`src/rtl/ctrl_pkg.sv`:
```
package ctrl_pkg;

    // user address is {row, bank, col}
    typedef logic [22:0] user_addr_t;
    typedef logic [31:0] word_t;

    localparam int ROW_LSB  = 10;
    localparam int BANK_LSB = 8;
    localparam int COL_LSB  = 0;

    typedef enum logic {
        REQ_ACCESS,
        REQ_REFRESH
    } requester_t;

    typedef enum logic [2:0] {
        IDLE,
        PRECHARGE,
        ACTIVATE,
        ISSUE,
        READ_WAIT,
        WRITE_WAIT
    } seq_state_t;

    typedef enum logic [1:0] {
        COUNT,
        PRECHARGE_ALL,
        REFRESH
    } ref_state_t;

endpackage

```
`src/rtl/sdram_pkg.sv`:
```
package sdram_pkg;

    // command code as {cs, ras, cas, we}
    typedef enum logic [3:0] {
        CMD_NOP       = 4'b0111,
        CMD_ACTIVE    = 4'b0011,
        CMD_READ      = 4'b0101,
        CMD_WRITE     = 4'b0100,
        CMD_PRECHARGE = 4'b0010,
        CMD_REFRESH   = 4'b0001
    } sdram_cmd_t;

    typedef logic [1:0]  bank_t;
    typedef logic [12:0] row_t;
    typedef logic [7:0]  col_t;

    // word on the sdram_a pins
    typedef logic [12:0] pin_addr_t;

    // bus occupancy count, wide enough for the longest command
    typedef logic [2:0]  spacing_t;

    localparam int NUM_BANKS = 4;

    // cycles a command holds the bus, its own cycle included
    localparam int T_ACT       = 3;
    localparam int T_PRE       = 3;
    localparam int T_REF       = 7;
    localparam int CAS_LATENCY = 3;

    // a10 on precharge closes every bank
    localparam int A10_ALL_BANKS = 10;

    function automatic spacing_t cmd_spacing(sdram_cmd_t cmd);
        spacing_t cycles;
        case (cmd)
            CMD_ACTIVE:    cycles = spacing_t'(T_ACT);
            CMD_PRECHARGE: cycles = spacing_t'(T_PRE);
            CMD_REFRESH:   cycles = spacing_t'(T_REF);
            CMD_READ,
            CMD_WRITE:     cycles = spacing_t'(CAS_LATENCY);
            default:       cycles = spacing_t'(1);
        endcase
        return cycles;
    endfunction

endpackage

```
`src/rtl/access_sequencer.sv`:
```
module access_sequencer
    import sdram_pkg::*;
    import ctrl_pkg::*;
(
    input  logic                 clk,
    input  logic                 rst,
    input  user_addr_t           user_addr,
    input  logic                 rw,
    input  word_t                data_in,
    input  logic                 in_valid,
    input  logic                 grant,
    input  logic                 bus_free,
    input  logic [NUM_BANKS-1:0] row_open,
    input  row_t [NUM_BANKS-1:0] open_row,
    input  word_t                sdram_dqi,
    output logic                 busy,
    output word_t                data_out,
    output logic                 out_valid,
    output logic                 req,
    output logic                 lock,
    output sdram_cmd_t           cmd,
    output bank_t                bank,
    output pin_addr_t            addr,
    output word_t                wdata
);

    localparam int RD_W = $clog2(CAS_LATENCY + 1);

    seq_state_t  state;
    seq_state_t  choice;
    logic        q_rw;
    user_addr_t  q_addr;
    word_t       q_data;
    word_t       rd_word;
    logic [RD_W-1:0] rd_cnt;
    row_t        q_row;
    bank_t       q_bank;
    col_t        q_col;
    logic        bank_open;
    logic        row_hit;

    assign q_row  = q_addr[ROW_LSB +: $bits(row_t)];
    assign q_bank = q_addr[BANK_LSB +: $bits(bank_t)];
    assign q_col  = q_addr[COL_LSB +: $bits(col_t)];

    // next step for the queued request, from the current table
    assign bank_open = row_open[q_bank];
    assign row_hit   = bank_open && (open_row[q_bank] == q_row);
    assign choice    = row_hit ? ISSUE : (bank_open ? PRECHARGE : ACTIVATE);

    always_ff @(posedge clk) begin
        if (rst) begin
            state     <= IDLE;
            busy      <= 1'b0;
            out_valid <= 1'b0;
            lock      <= 1'b0;
            rd_cnt    <= '0;
        end else begin
            out_valid <= 1'b0;
            if (!busy && in_valid) busy <= 1'b1;
            case (state)
                IDLE: if (busy) state <= choice;
                // a refresh may close the bank before we get the bus,
                // so re-decide every cycle until granted
                PRECHARGE, ACTIVATE: begin
                    if (grant) begin
                        lock  <= 1'b1;
                        state <= (state == PRECHARGE) ? ACTIVATE : ISSUE;
                    end else begin
                        state <= choice;
                    end
                end
                ISSUE: begin
                    if (grant) begin
                        lock   <= 1'b0;
                        rd_cnt <= RD_W'(CAS_LATENCY);
                        state  <= q_rw ? WRITE_WAIT : READ_WAIT;
                    end else begin
                        state <= choice;
                    end
                end
                READ_WAIT: begin
                    rd_cnt <= rd_cnt - 1'b1;
                    if (rd_cnt == '0) begin
                        out_valid <= 1'b1;
                        busy      <= 1'b0;
                        state     <= IDLE;
                    end
                end
                WRITE_WAIT: begin
                    if (bus_free) begin
                        busy  <= 1'b0;
                        state <= IDLE;
                    end
                end
                default: state <= IDLE;
            endcase
        end
    end

    always_ff @(posedge clk) begin
        if (!busy && in_valid) begin
            q_rw   <= rw;
            q_addr <= user_addr;
            q_data <= data_in;
        end
        // dqi valid at edge N + CAS_LATENCY after the read
        if (state == READ_WAIT && rd_cnt == RD_W'(1)) rd_word <= sdram_dqi;
        if (state == READ_WAIT && rd_cnt == '0) data_out <= rd_word;
    end

    always_comb begin
        req  = 1'b0;
        cmd  = CMD_NOP;
        addr = '0;
        case (state)
            PRECHARGE: begin
                req = 1'b1;
                cmd = CMD_PRECHARGE;
            end
            ACTIVATE: begin
                req  = 1'b1;
                cmd  = CMD_ACTIVE;
                addr = q_row;
            end
            ISSUE: begin
                req  = 1'b1;
                cmd  = q_rw ? CMD_WRITE : CMD_READ;
                // column sits in a[9:2], a10 low so no auto precharge
                addr = {2'b00, 1'b0, q_col, 2'b00};
            end
            default: ;
        endcase
    end

    assign bank  = q_bank;
    assign wdata = q_data;

endmodule

```
`src/rtl/bank_row_table.sv`:
```
module bank_row_table
    import sdram_pkg::*;
(
    input  logic                       clk,
    input  logic                       rst,
    input  logic                       issue,
    input  sdram_cmd_t                 cmd,
    input  bank_t                      bank,
    input  pin_addr_t                  addr,
    output logic [NUM_BANKS-1:0]       row_open,
    output row_t [NUM_BANKS-1:0]       open_row
);

    // open flags follow every command put on the pins
    always_ff @(posedge clk) begin
        if (rst) begin
            row_open <= '0;
        end else if (issue) begin
            case (cmd)
                CMD_ACTIVE: begin
                    row_open[bank] <= 1'b1;
                end
                CMD_PRECHARGE: begin
                    if (addr[A10_ALL_BANKS]) begin
                        row_open <= '0;
                    end else begin
                        row_open[bank] <= 1'b0;
                    end
                end
                default: ;
            endcase
        end
    end

    // row address only matters while the flag is set
    always_ff @(posedge clk) begin
        if (issue && cmd == CMD_ACTIVE) begin
            open_row[bank] <= addr;
        end
    end

endmodule

```
`src/rtl/cmd_arbiter.sv`:
```
module cmd_arbiter
    import sdram_pkg::*;
    import ctrl_pkg::*;
(
    input  logic       clk,
    input  logic       rst,
    input  logic       acc_req,
    input  logic       acc_lock,
    input  sdram_cmd_t acc_cmd,
    input  bank_t      acc_bank,
    input  pin_addr_t  acc_addr,
    input  logic       ref_req,
    input  logic       ref_lock,
    input  sdram_cmd_t ref_cmd,
    input  bank_t      ref_bank,
    input  pin_addr_t  ref_addr,
    input  word_t      wdata,
    output logic       acc_grant,
    output logic       ref_grant,
    output logic       bus_free,
    output logic       issue,
    output sdram_cmd_t issue_cmd,
    output bank_t      issue_bank,
    output pin_addr_t  issue_addr,
    output logic       sdram_cke,
    output logic       sdram_cs,
    output logic       sdram_ras,
    output logic       sdram_cas,
    output logic       sdram_we,
    output bank_t      sdram_ba,
    output pin_addr_t  sdram_a,
    output word_t      sdram_dqo
);

    requester_t sel;
    logic       sel_req;
    spacing_t   space_cnt;
    sdram_cmd_t pin_cmd;

    // refresh first, unless the sequencer is between its commands
    assign sel = (ref_lock || (ref_req && !acc_lock)) ? REQ_REFRESH : REQ_ACCESS;

    always_comb begin
        case (sel)
            REQ_REFRESH: begin
                sel_req    = ref_req;
                issue_cmd  = ref_cmd;
                issue_bank = ref_bank;
                issue_addr = ref_addr;
            end
            default: begin
                sel_req    = acc_req;
                issue_cmd  = acc_cmd;
                issue_bank = acc_bank;
                issue_addr = acc_addr;
            end
        endcase
    end

    assign bus_free  = (space_cnt == '0);
    assign issue     = bus_free && sel_req;
    assign acc_grant = issue && (sel == REQ_ACCESS);
    assign ref_grant = issue && (sel == REQ_REFRESH);

    always_ff @(posedge clk) begin
        if (rst) begin
            pin_cmd   <= CMD_NOP;
            sdram_cke <= 1'b0;
            space_cnt <= '0;
        end else begin
            sdram_cke <= 1'b1;
            if (issue) begin
                pin_cmd   <= issue_cmd;
                space_cnt <= cmd_spacing(issue_cmd) - 1'b1;
            end else begin
                pin_cmd <= CMD_NOP;
                if (space_cnt != '0) space_cnt <= space_cnt - 1'b1;
            end
        end
    end

    // address and data pins hold between commands
    always_ff @(posedge clk) begin
        if (issue) begin
            sdram_ba <= issue_bank;
            sdram_a  <= issue_addr;
        end
        if (issue && issue_cmd == CMD_WRITE) sdram_dqo <= wdata;
    end

    assign {sdram_cs, sdram_ras, sdram_cas, sdram_we} = pin_cmd;

endmodule

```
`src/rtl/refresh_scheduler.sv`:
```
module refresh_scheduler
    import sdram_pkg::*;
    import ctrl_pkg::*;
#(
    parameter int REFRESH_INTERVAL = 750
) (
    input  logic       clk,
    input  logic       rst,
    input  logic       grant,
    output logic       req,
    output logic       lock,
    output sdram_cmd_t cmd,
    output pin_addr_t  addr
);

    localparam int CNT_W = $clog2(REFRESH_INTERVAL + 2);

    logic [CNT_W-1:0] ref_cnt;
    logic             pending;
    ref_state_t       state;

    always_ff @(posedge clk) begin
        if (rst) begin
            ref_cnt <= '0;
            pending <= 1'b0;
            state   <= COUNT;
        end else begin
            ref_cnt <= ref_cnt + 1'b1;
            case (state)
                COUNT: begin
                    if (pending) begin
                        pending <= 1'b0;
                        state   <= PRECHARGE_ALL;
                    end
                end
                PRECHARGE_ALL: if (grant) state <= REFRESH;
                REFRESH:       if (grant) state <= COUNT;
                default:       state <= COUNT;
            endcase
            // interval expiry wins over the clear above
            if (ref_cnt > CNT_W'(REFRESH_INTERVAL)) begin
                ref_cnt <= '0;
                pending <= 1'b1;
            end
        end
    end

    always_comb begin
        req  = 1'b0;
        cmd  = CMD_NOP;
        addr = '0;
        case (state)
            PRECHARGE_ALL: begin
                req                 = 1'b1;
                cmd                 = CMD_PRECHARGE;
                addr[A10_ALL_BANKS] = 1'b1;
            end
            REFRESH: begin
                req = 1'b1;
                cmd = CMD_REFRESH;
            end
            default: ;
        endcase
    end

    // keep the bus from precharge-all through refresh
    assign lock = (state == REFRESH);

endmodule

```
`src/rtl/sdram_controller.sv`:
```
module sdram_controller
    import sdram_pkg::*;
    import ctrl_pkg::*;
#(
    parameter int REFRESH_INTERVAL = 750
) (
    input  logic       clk,
    input  logic       rst,
    input  user_addr_t user_addr,
    input  logic       rw,
    input  word_t      data_in,
    input  logic       in_valid,
    input  word_t      sdram_dqi,
    output word_t      data_out,
    output logic       busy,
    output logic       out_valid,
    output logic       sdram_cke,
    output logic       sdram_cs,
    output logic       sdram_ras,
    output logic       sdram_cas,
    output logic       sdram_we,
    output bank_t      sdram_ba,
    output pin_addr_t  sdram_a,
    output word_t      sdram_dqo
);

    logic                 acc_req;
    logic                 acc_lock;
    logic                 acc_grant;
    sdram_cmd_t           acc_cmd;
    bank_t                acc_bank;
    pin_addr_t            acc_addr;
    word_t                wdata;
    logic                 ref_req;
    logic                 ref_lock;
    logic                 ref_grant;
    sdram_cmd_t           ref_cmd;
    pin_addr_t            ref_addr;
    logic                 bus_free;
    logic                 issue;
    sdram_cmd_t           issue_cmd;
    bank_t                issue_bank;
    pin_addr_t            issue_addr;
    logic [NUM_BANKS-1:0] row_open;
    row_t [NUM_BANKS-1:0] open_row;

    access_sequencer u_seq (
        .clk, .rst, .user_addr, .rw, .data_in, .in_valid,
        .grant(acc_grant), .bus_free, .row_open, .open_row, .sdram_dqi,
        .busy, .data_out, .out_valid,
        .req(acc_req), .lock(acc_lock), .cmd(acc_cmd), .bank(acc_bank),
        .addr(acc_addr), .wdata
    );

    refresh_scheduler #(
        .REFRESH_INTERVAL(REFRESH_INTERVAL)
    ) u_ref (
        .clk, .rst, .grant(ref_grant),
        .req(ref_req), .lock(ref_lock), .cmd(ref_cmd), .addr(ref_addr)
    );

    // refresh always targets bank 0; a10 carries the all-banks select
    cmd_arbiter u_arb (
        .clk, .rst,
        .acc_req, .acc_lock, .acc_cmd, .acc_bank, .acc_addr,
        .ref_req, .ref_lock, .ref_cmd, .ref_bank(bank_t'(0)), .ref_addr,
        .wdata, .acc_grant, .ref_grant, .bus_free,
        .issue, .issue_cmd, .issue_bank, .issue_addr,
        .sdram_cke, .sdram_cs, .sdram_ras, .sdram_cas, .sdram_we,
        .sdram_ba, .sdram_a, .sdram_dqo
    );

    bank_row_table u_table (
        .clk, .rst, .issue, .cmd(issue_cmd), .bank(issue_bank),
        .addr(issue_addr), .row_open, .open_row
    );

endmodule

```
`config.mk`:
```
export PLATFORM = sky130hd
export DESIGN_NAME = sdram_controller
export DESIGN_NICKNAME = d
export VERILOG_FILES = /design/src/rtl/ctrl_pkg.sv /design/src/rtl/sdram_pkg.sv /design/src/rtl/access_sequencer.sv /design/src/rtl/bank_row_table.sv /design/src/rtl/cmd_arbiter.sv /design/src/rtl/refresh_scheduler.sv /design/src/rtl/sdram_controller.sv
export SDC_FILE = /design/constraint.sdc
export NUM_CORES = 1
export LEC_CHECK = 0
export BUFFER_PORTS_ARGS = -buffer_cell sky130_fd_sc_hd__buf_2
export CAP_MARGIN = 30
export CORE_ASPECT_RATIO = 1.25
export CORE_MARGIN = 3
export CORE_UTILIZATION = 33
export CTS_CLUSTER_SIZE = 25
export DETAILED_ROUTE_END_ITERATION = 10
export SLEW_MARGIN = 20
export SYNTH_ARGS = -nofsm -noshare
export SYNTH_HDL_FRONTEND = slang
export SYNTH_HIERARCHICAL = 1
export SYNTH_SLANG_ARGS = --single-unit
```
`constraint.sdc`:
```
create_clock -name clk -period 4.8 [get_ports clk]
set_input_delay 0.48 -clock clk [delete_from_list [all_inputs] [get_ports clk]]
set_output_delay 0.48 -clock clk [all_outputs]
set_load 0.05 [all_outputs]
```
==> impl_metrics.toml, run 1 <==
[status]
status = "complete, no violations"

[timing]
fin_crit_sh_pct = 73.0
max_freq_mhz = 285
hold_violations = 0
setup-tns-final_ns = 0
worst_pin_slew_ns = 0.862
drv_slew = 0
rsz0062_at_grt = "no"
fin_crit_ns = 3.50
finalSetupViolations = 0
timing.max_slew.rel_slack_pct = 42.5
fin_skew_ns = 0.0201

[power]
p_seq_share_pct = 50.0
p_int_mw = 3.92
p_clk_share_pct = 35.8
sw_frac_of_total_pct = 25.3
total_leakage_power_nw = 4.24
vdd_ir_drop_max_mv = 0.301
comb_power_share_pct = 14.2
power_density_nw_per_um2 = 457
power.total_mw = 5.26
netSwitchingPower_mw = 1.33

[yosys]
async_flop_share_pct = 0
synth_edf_count = 219
synth_seq_cells = 252
synth_ff_type = "edfxtp_1"
seq_area_frac_synth_pct = 76.4
yosysWarnings = 6
syn_inst = 532
synth_area_um2 = 9470
syn_avg_cell_area_um2 = 17.8
yosysUniqueCellTypes = 62

[die]
die_w_um = 158
ios = 177
fp.dieArea_um2 = 30800
start_util_pct = 33.9
num_rows = 68
core_area_um2 = 27900
die_h_um = 195

[clocking]
clk_path_buf_depth = 3
postCtsSetupBuffers = 0
cts_tree = "yes"
post_cts_resized = 0
cts.sinks = 252
htree_levels = 1
cts-root-buf = "clkbuf_16"
cts.hold.buffers_added = 0
worstSkewPairLatency_ns = 0.52
path_clk_slew_ns = 0.06
numCtsBuffers = 25

[layout]
fin_nets = 826
drive_gt1_share_pct = 35.0
seqCellArea_um2 = 7240
fillCellCount = 2561
final_cell_mix = "219 x edfxtp_1, 176 x buf_2, 33 x dfxtp_1"
post-route-util_pct = 41.2
instances_no_fill = 1091
layout_commonest_cell = "edfxtp_1"
diodes = 0
multi_input_area_um2 = 1990
area_growth_pct = 21.4

[drt]
drt_iter0_drc = 324
vias = 5035
drt-total-wl_um = 17800
postRouteAntennaNets = 0
wl_per_cell_um = 16.3
drcViolationCount = 0
drtPass1Iterations = 4
avgViaCountPerCell = 4.62

[critical_path]
path_max_fanout = 21
cp.arrival_ns = 3.73
crit_path_end_kind = "flop"
slowest_delay_ns = 0.62
required_ns = 5.03
critPathTopFamily = "simple AND/OR/NAND/NOR gates"
path_cells = "inv_1 -> ha_1 -> a21oi_4 -> buf_4 -> mux2i_1 -> inv_1 -> and4bb_2 -> nand2_1 -> nor2_1 -> buf_4"
critPathSlowestCell = "mux2i_1"
rr_startpoint = "u_ref/state[0]"
startpoint_type = "flop"
crit_buf_inv = 4
worstSetupPathType = "reg -> reg"
cp-startpoint = "u_ref/state[0]"

[run]
max_cap_viol_count = 0

[placed_design]
place_inst = 1047
io_buffers = 176
dp_hpwl_um = 12000
gp_congestion = 0.699

[grt]
antenna_found_initial = 0
grt_use_total_pct = 11.1
overflow = 0
grt_pass1_vias = 4999
grt_first_pass_wirelength_um = 27200
grt_max_degree = 36

[hold_path]
min-delay-start = "user_addr[21]"
hold_class = "in -> reg"
[kinds of logic after synthesis]
| family | after synthesis | synth area share, % |
|---|---|---|
| AOI/OAI and AO/OA | 60 | 4.90 |
| xor gates and xnor gates | 19 | 1.76 |
| adders and majority gates | 10 | 1.32 |
| buffers and inverters | 53 | 3.30 |
| DFF | 252 | 76.4 |
| muxes | 38 | 6.09 |
| other | 3 | 0.119 |
| and+or+nand+nor | 97 | 6.13 |
[sequential cells by signal, indices dropped and copies added (netlist names), 2 cells and up]
signal and count:
u_table/row_open 4, u_arb/pin_cmd 4, u_seq/data_out 32, u_ref/ref_cnt 10
u_arb/space_cnt 3, u_arb/sdram_dqo 32, u_arb/sdram_ba 2, u_seq/q_addr 23
u_ref/state 2, u_table/open_row 52, u_seq/state 3, u_arb/sdram_a 13
u_seq/rd_word 32, u_seq/rd_cnt 2, u_seq/wdata 32
[worst reg2reg max path: stages, from the launching register on]
cell      delay, ns
dfxtp_1        0.38
inv_1          0.10
ha_1           0.37
a21oi_4        0.14
buf_4          0.34
mux2i_1        0.62
inv_1          0.11
and4bb_2       0.39
nand2_1        0.09
nor2_1         0.43
buf_4          0.27
[per-stage QoR]
stage | instance area (µm²) | hold slack, ns | worst slack (ns)
2_1_floorplan | 9520 | 0.400 | 1.28
3_3_place_gp | 10700 | 0.401 | 1.40
3_5_place_dp | 10700 | 0.405 | 1.31
4_1_cts | 11500 | 0.0980 | 1.35
5_1_grt | 11500 | 0.105 | 1.02
6_report | 11500 | 0.133 | 1.30
[area by class of cell]
cell class | count | share of cell area (%)
flip-flops and latches | 252 | 62.9
multi-input cells | 240 | 17.3
repair buffers | 185 | 8.36
clock buffers | 30 | 5.60
well taps | 350 | 3.81
clock inverters | 13 | 1.27
inverters | 21 | 0.686
[synth_stat cells, types with 10 or more instances]
cell type | count | area (µm²)
xor2_1 | 11 | 96.3
inv_1 | 20 | 75.1
nand2_1 | 13 | 48.8
ha_1 | 10 | 125
and2_1 | 10 | 62.6
nor2b_1 | 11 | 68.8
nor2_1 | 12 | 45.0
nand3_1 | 14 | 70.1
dfxtp_1 | 33 | 661
mux2_2 | 16 | 180
buf_4 | 16 | 120
edfxtp_1 | 219 | 6580
[power groups by stage]
stage / combinational [mW] / clock (mW) / sequential (mW)
detailed placement: 0.750 / 0 / 2.67
global placement: 0.742 / 0 / 2.67
finish: 0.745 / 1.88 / 2.63
floorplan: 0.398 / 0 / 2.82
global route: 0.813 / 2.05 / 2.64
CTS: 0.753 / 1.96 / 2.63
[final timing paths]
path | endpoint | slack (ns) | cells after the start
setup / recovery | u_table/open_row[43] | 1.30 | 10
hold / removal | u_seq/q_addr[21] | 0.13 | 1
setup reg to reg | u_table/open_row[43] | 1.30 | 10
hold reg to reg | u_arb/sdram_dqo[23] | 0.41 | 0
[routing by layer]
layer,global-route usage (%),vias up,routed length (µm)
met2,19.1,167,8790
met4,3.31,0,365
met5,0,-,0
li1,-,2405,-
met3,2.02,25,1040
met1,14.4,2438,7600
Power figures use the tool's default switching activity.
==> run 2: changes to the inputs <==
==> constraint.sdc (replaced) <==
create_clock -name clk -period 3.4 [get_ports clk]
set_input_delay 0.34 -clock clk [delete_from_list [all_inputs] [get_ports clk]]
set_output_delay 0.34 -clock clk [all_outputs]
set_load 0.05 [all_outputs]
==> run 2 against run 1 <==
Global-route usage up 1.2 points. Critical path depth down 2. Clock power up 54%. Setup slack worse by 0.64 ns. Cell count up 8.5%. Routed wire length up 10%. Sequential power up 41%. Register-to-register slack worse by 0.64 ns. Largest cell class unchanged.
==> impl_metrics.toml, run 2 (same netlist as run 1, synthesis figures left out) <==
[drt]
drt_iter0_drc = 276
postRouteAntennaNets = 0
avgViaCountPerCell = 4.55
drt-total-wl_um = 19600
drcViolationCount = 0
wl_per_cell_um = 16.5
vias = 5386
drtPass1Iterations = 4

[timing]
fin_crit_ns = 2.74
rsz0062_at_grt = "no"
fin_crit_sh_pct = 80.6
holdWs_ns = 0.121
hold_violations = 0
finalSetupViolations = 0
setup-tns-final_ns = 0
drv_slew = 0
timing.max_slew.rel_slack_pct = 46.5
fin_skew_ns = 0.0261
worst_pin_slew_ns = 0.803
max_freq_mhz = 365

[critical_path]
path_max_fanout = 13
rr_worst_depth = 8
crit_path_end = "u_table/open_row[5]"
worst_path_most_repeated_cell = "inv_1"
path_cells = "inv_1 -> ha_1 -> a21oi_4 -> mux2i_1 -> inv_1 -> and4bb_2 -> nand2_1 -> nor3_4"
critPathSlowestCell = "nor3_4"
required_ns = 3.57
crit_buf_inv = 2
cp_num_cells = 8
cp-startpoint = "u_ref/state[0]"
r2r_slack_ns = 0.66
critPathTopFamily = "simple AND/OR/NAND/NOR gates"
startpoint_type = "flop"
crit_path_end_kind = "flop"
slowest_delay_ns = 0.58
rr_startpoint = "u_ref/state[0]"
timing.rr.end = "u_table/open_row[5]"
cp.arrival_ns = 2.91
worstSetupPathType = "reg -> reg"

[grt]
antenna_found_initial = 0
overflow = 0
grt_use_total_pct = 12.4
grt_pass1_vias = 5744
grt_first_pass_wirelength_um = 30100
grt_max_degree = 34

[clocking]
cts.sinks = 252
post_cts_resized = 0
postCtsSetupBuffers = 0
path_clk_slew_ns = 0.06
cts.hold.buffers_added = 88
cts_tree = "yes"
cts-root-buf = "clkbuf_16"
htree_levels = 1
worstSkewPairLatency_ns = 0.54
numCtsBuffers = 26
clk_path_buf_depth = 3

[layout]
fillCellCount = 2442
final_cell_mix = "219 x edfxtp_1, 176 x buf_2, 88 x dlygate4sd3_1"
fin_nets = 918
fin_area_um2 = 12500
seqCellArea_um2 = 7240
layout_commonest_cell = "edfxtp_1"
largest-register = "u_table/open_row"
area_growth_pct = 31.9
multi_input_area_um2 = 2000
largest_register_ffs = 52
diodes = 0
drive_gt1_share_pct = 32.4

[placed_design]
io_buffers = 176
gp_congestion = 0.785
placed_cell_area_um2 = 10700
dp_hpwl_um = 12200

[die]
start_util_pct = 33.9
core_area_um2 = 27900
fp.dieArea_um2 = 30800
die_w_um = 158
die_h_um = 195
num_rows = 68
ios = 177

[status]
status = "complete, no violations"

[power]
comb_power_share_pct = 15.0
p_int_mw = 5.76
vdd_ir_drop_max_mv = 0.430
power_density_nw_per_um2 = 621
total_leakage_power_nw = 4.68
sw_frac_of_total_pct = 25.8
p_seq_share_pct = 47.8
p_clk_share_pct = 37.2
netSwitchingPower_mw = 2.00

[hold_path]
hold_class = "in -> reg"

[run]
max_cap_viol_count = 0
[run 2: layout make-up]
cell class	count	share of cell area [%]
sequential	252	57.9
multi-input combinational	240	16.0
timing repair buffer	276	14.9
clock buffer	26	5.21
tap	350	3.50
clock inverter	19	1.82
inverter	21	0.631
[run 2: worst min path at each step]
| stage | to | slack [ns] | cells past startpoint | from |
|---|---|---|---|---|
| 6_report | u_seq/busy | 0.12 | 3 | in_valid |
| 5_1_grt | u_seq/busy | 0.16 | 3 | in_valid |
| 4_1_cts | u_seq/busy | 0.09 | 3 | in_valid |
| 3_5_place_dp | u_arb/sdram_dqo[2] | 0.40 | 0 | u_seq/wdata[2] |
| 3_3_place_gp | u_arb/sdram_dqo[5] | 0.40 | 0 | u_seq/wdata[5] |
| 2_1_floorplan | u_arb/sdram_dqo[0] | 0.40 | 0 | u_seq/wdata[0] |
[run 2: power by group through the flow]
stage	Combinational, mW	Sequential [mW]	Clock, mW
2_1_floorplan	0.563	3.97	0
3_3_place_gp	1.08	3.77	0
3_5_place_dp	1.09	3.77	0
4_1_cts	1.17	3.70	2.99
5_1_grt	1.27	3.72	3.12
6_report	1.16	3.70	2.89
[run 2: worst min-delay path: cells and delay by family]
family                 cells  cell delay [ns]
and+or+nand+nor            1             0.09
AOI/OAI and AO/OA          1             0.05
buffers and inverters      1             0.11
[run 2: through the flow]
stage                     std cells  power, mW  setup slack, ns  util [%]
after floorplan                 545       4.54            0.109         -
after global placement         1051       4.85            0.383      38.5
after detailed placement       1051       4.86            0.645      38.5
after CTS                      1184       7.87            0.635      44.8
after global routing           1184       8.12            0.465      44.8
final                          1184       7.75            0.660      44.8
[run 2: metal layers]
layer | track usage [%] | routed length (µm)
met5 | 0 | 0
met4 | 3.67 | 304
met3 | 2.28 | 1090
met2 | 21.8 | 9850
met1 | 15.3 | 8310
==> run 3: changes to the inputs <==
--- a/config.mk
+++ b/config.mk
@@ -5,6 +5,7 @@
 export SDC_FILE = /design/constraint.sdc
 export NUM_CORES = 1
 export LEC_CHECK = 0
+export ABC_AREA = 1
 export BUFFER_PORTS_ARGS = -buffer_cell sky130_fd_sc_hd__buf_2
 export CAP_MARGIN = 30
 export CORE_ASPECT_RATIO = 1.25
==> constraint.sdc (replaced) <==
create_clock -name clk -period 2.6 [get_ports clk]
set_input_delay 0.26 -clock clk [delete_from_list [all_inputs] [get_ports clk]]
set_output_delay 0.26 -clock clk [all_outputs]
set_load 0.05 [all_outputs]
==> run 3 against run 2 <==
Total power rose by 40%. Fmax rose by 13%. Critical endpoint is now u_table/open_row[20]. Synthesized area increased by 1.5%. Sequential power grew 34%. Final area grew 2.0%.
==> impl_metrics.toml, run 3 <==
[placed_design]
dp_hpwl_um = 14000
dp_slack_ns = 0.0974
io_buffers = 176
gp_congestion = 0.823
place_inst = 1292

[timing]
max_freq_mhz = 413
hold_violations = 0
drv_slew = 0
fin_crit_ns = 2.42
holdWs_ns = 0.0526
fin_crit_sh_pct = 93.2
rsz0062_at_grt = "no"
fin_skew_ns = 0.0124
finalSetupViolations = 0
setup_ws_ns = 0.177

[critical_path]
critPathTopFamily = "simple AND/OR/NAND/NOR gates"
slowest_delay_ns = 0.38
rr_startpoint = "u_ref/state[1]"
critPathSlowestCell = "mux2_2"
rr_worst_depth = 9
cp.arrival_ns = 2.65
crit_buf_inv = 2
path_max_fanout = 10
path_cells = "inv_1 -> ha_1 -> nand2_4 -> nand2_8 -> mux2_2 -> nor2_1 -> nand3_1 -> nor2_2 -> buf_12"
worstSetupPathType = "reg -> reg"
startpoint_type = "flop"
cp_num_cells = 9
required_ns = 2.82
cp-startpoint = "u_ref/state[1]"
crit_path_end_kind = "flop"

[grt]
antenna_found_initial = 0
grt_first_pass_wirelength_um = 32600
grt_max_degree = 51
overflow = 0
grt_use_total_pct = 13.0
grt_pass1_vias = 6036

[yosys]
synth_ff_type = "edfxtp_1"
seq_area_frac_synth_pct = 75.2
synth_edf_count = 219
synth_seq_cells = 252
ys_top_cells_by_count = "219 x edfxtp_1, 153 x nand2_1, 64 x inv_1"
yosysWarnings = 6
syn_avg_cell_area_um2 = 13.3
synth_top_area_cell = "edfxtp_1"
syn_inst = 723
synth_area_um2 = 9620
ys_top_cells_by_area = "edfxtp_1 68%, dfxtp_1 6.9%, nand2_1 6.0%, nand3_1 2.8%, inv_1 2.5%"
synth_most_common_cell = "edfxtp_1"
synth_top_area_share_pct = 68.4
yosysUniqueCellTypes = 34
async_flop_share_pct = 0

[hold_path]
min-delay-start = "in_valid"
hold_class = "in -> reg"
hold_depth = 2

[die]
die_h_um = 197
start_util_pct = 33.7
ios = 177
num_rows = 69
core_area_um2 = 28600
fp.dieArea_um2 = 31300
die_w_um = 159

[layout]
instances_no_fill = 1433
layout_commonest_cell = "edfxtp_1"
final_cell_mix = "219 x edfxtp_1, 176 x buf_2, 153 x nand2_1"
multi_input_area_um2 = 2000
drive_gt1_share_pct = 27.9
diodes = 0
seqCellArea_um2 = 7240
post-route-util_pct = 44.6
fin_nets = 1126
area_growth_pct = 32.5
largest-register = "u_table/open_row"
largest_register_ffs = 52
fillCellCount = 2568

[power]
p_int_mw = 7.63
netSwitchingPower_mw = 3.20
power_density_nw_per_um2 = 850
comb_power_share_pct = 23.5
p_seq_share_pct = 45.7
p_clk_share_pct = 30.8
sw_frac_of_total_pct = 29.6
vdd_ir_drop_max_mv = 0.400
total_leakage_power_nw = 5.05

[drt]
drcViolationCount = 0
wl_per_cell_um = 14.7
postRouteAntennaNets = 0
avgViaCountPerCell = 4.25
drt_iter0_drc = 402
vias = 6092
drt-total-wl_um = 21000
drtPass1Iterations = 5

[status]
status = "complete, no violations"

[clocking]
post_cts_resized = 0
cts.sinks = 252
cts-root-buf = "clkbuf_16"
numCtsBuffers = 25
clk_path_buf_depth = 3
htree_levels = 1
worstSkewPairLatency_ns = 0.51
cts_tree = "yes"
path_clk_slew_ns = 0.06

[run]
max_cap_viol_count = 0
[run 3: cell count changes after synthesis, moves of 9 or more]
cell	delta
nand3_1	+40
nand2_1	+140
and2_1	-10
nor2_1	+48
mux2i_1	-9
nor2b_1	-11
inv_2	+10
inv_1	+44
o21ai_0	+9
[run 3: area by class of cell]
cell class	count	share of cell area, %
Multi-Input combinational cell	384	15.7
Tap cell	390	3.83
Sequential cell	252	56.8
Timing Repair Buffer	287	15.6
Clock buffer	36	5.39
Inverter	75	2.24
Clock inverter	9	0.530
[run 3: cell families (layout without fill, tap and decap cells)]
group,count (synthesis),count (layout),share of synthesized area (%)
fa+ha+maj,10,10,1.30
other cells,3,16,0.117
simple gates,298,298,13.8
compound gates,37,37,2.16
flops,252,252,75.2
xor+xnor,8,8,0.728
mux,15,15,1.76
buf+inv,100,407,4.90
[run 3: metrics by stage]
step / area, µm² / setup TNS (ns) / power, mW
2_1_floorplan: 9690 / -0.520 / 6.69
3_5_place_dp: 11000 / 0 / 7.33
6_report: 12700 / 0 / 10.8
3_3_place_gp: 11000 / 0 / 7.29
5_1_grt: 12700 / 0 / 11.3
4_1_cts: 12700 / 0 / 10.8
[run 3: power groups by stage]
stage,clock network [mW],logic (mW),registers [mW]
after CTS,3.45,2.41,4.95
after global routing,3.60,2.77,4.97
after detailed placement,0,2.30,5.03
final,3.33,2.55,4.95
after floorplan,0,1.30,5.39
after global placement,0,2.26,5.03
[run 3: final timing paths]
path	endpoint	slack, ns
setup / recovery	u_table/open_row[20]	0.18
hold / removal	u_seq/busy	0.05
setup reg to reg	u_table/open_row[20]	0.18
hold reg to reg	u_arb/sdram_dqo[7]	0.42
[run 3: what timing repair did]
action                                  4_1_cts  5_1_grt
buffers inserted                              0        8
hold buffers                                 88        0
hold endpoints to repair                     88        0
endpoints found under the setup margin        0       23
[run 3: per-layer routing]
metal  vias up  routed length (µm)  part of all wire, %  global-route usage (%)
met5         -                   0                    0                       0
met1      2862                8770                   42                    16.1
li1       3034                   -                    -                       -
met3        31                1130                  5.4                    2.23
met2       165               10600                   51                    23.3
met4         0                 481                  2.3                    4.18
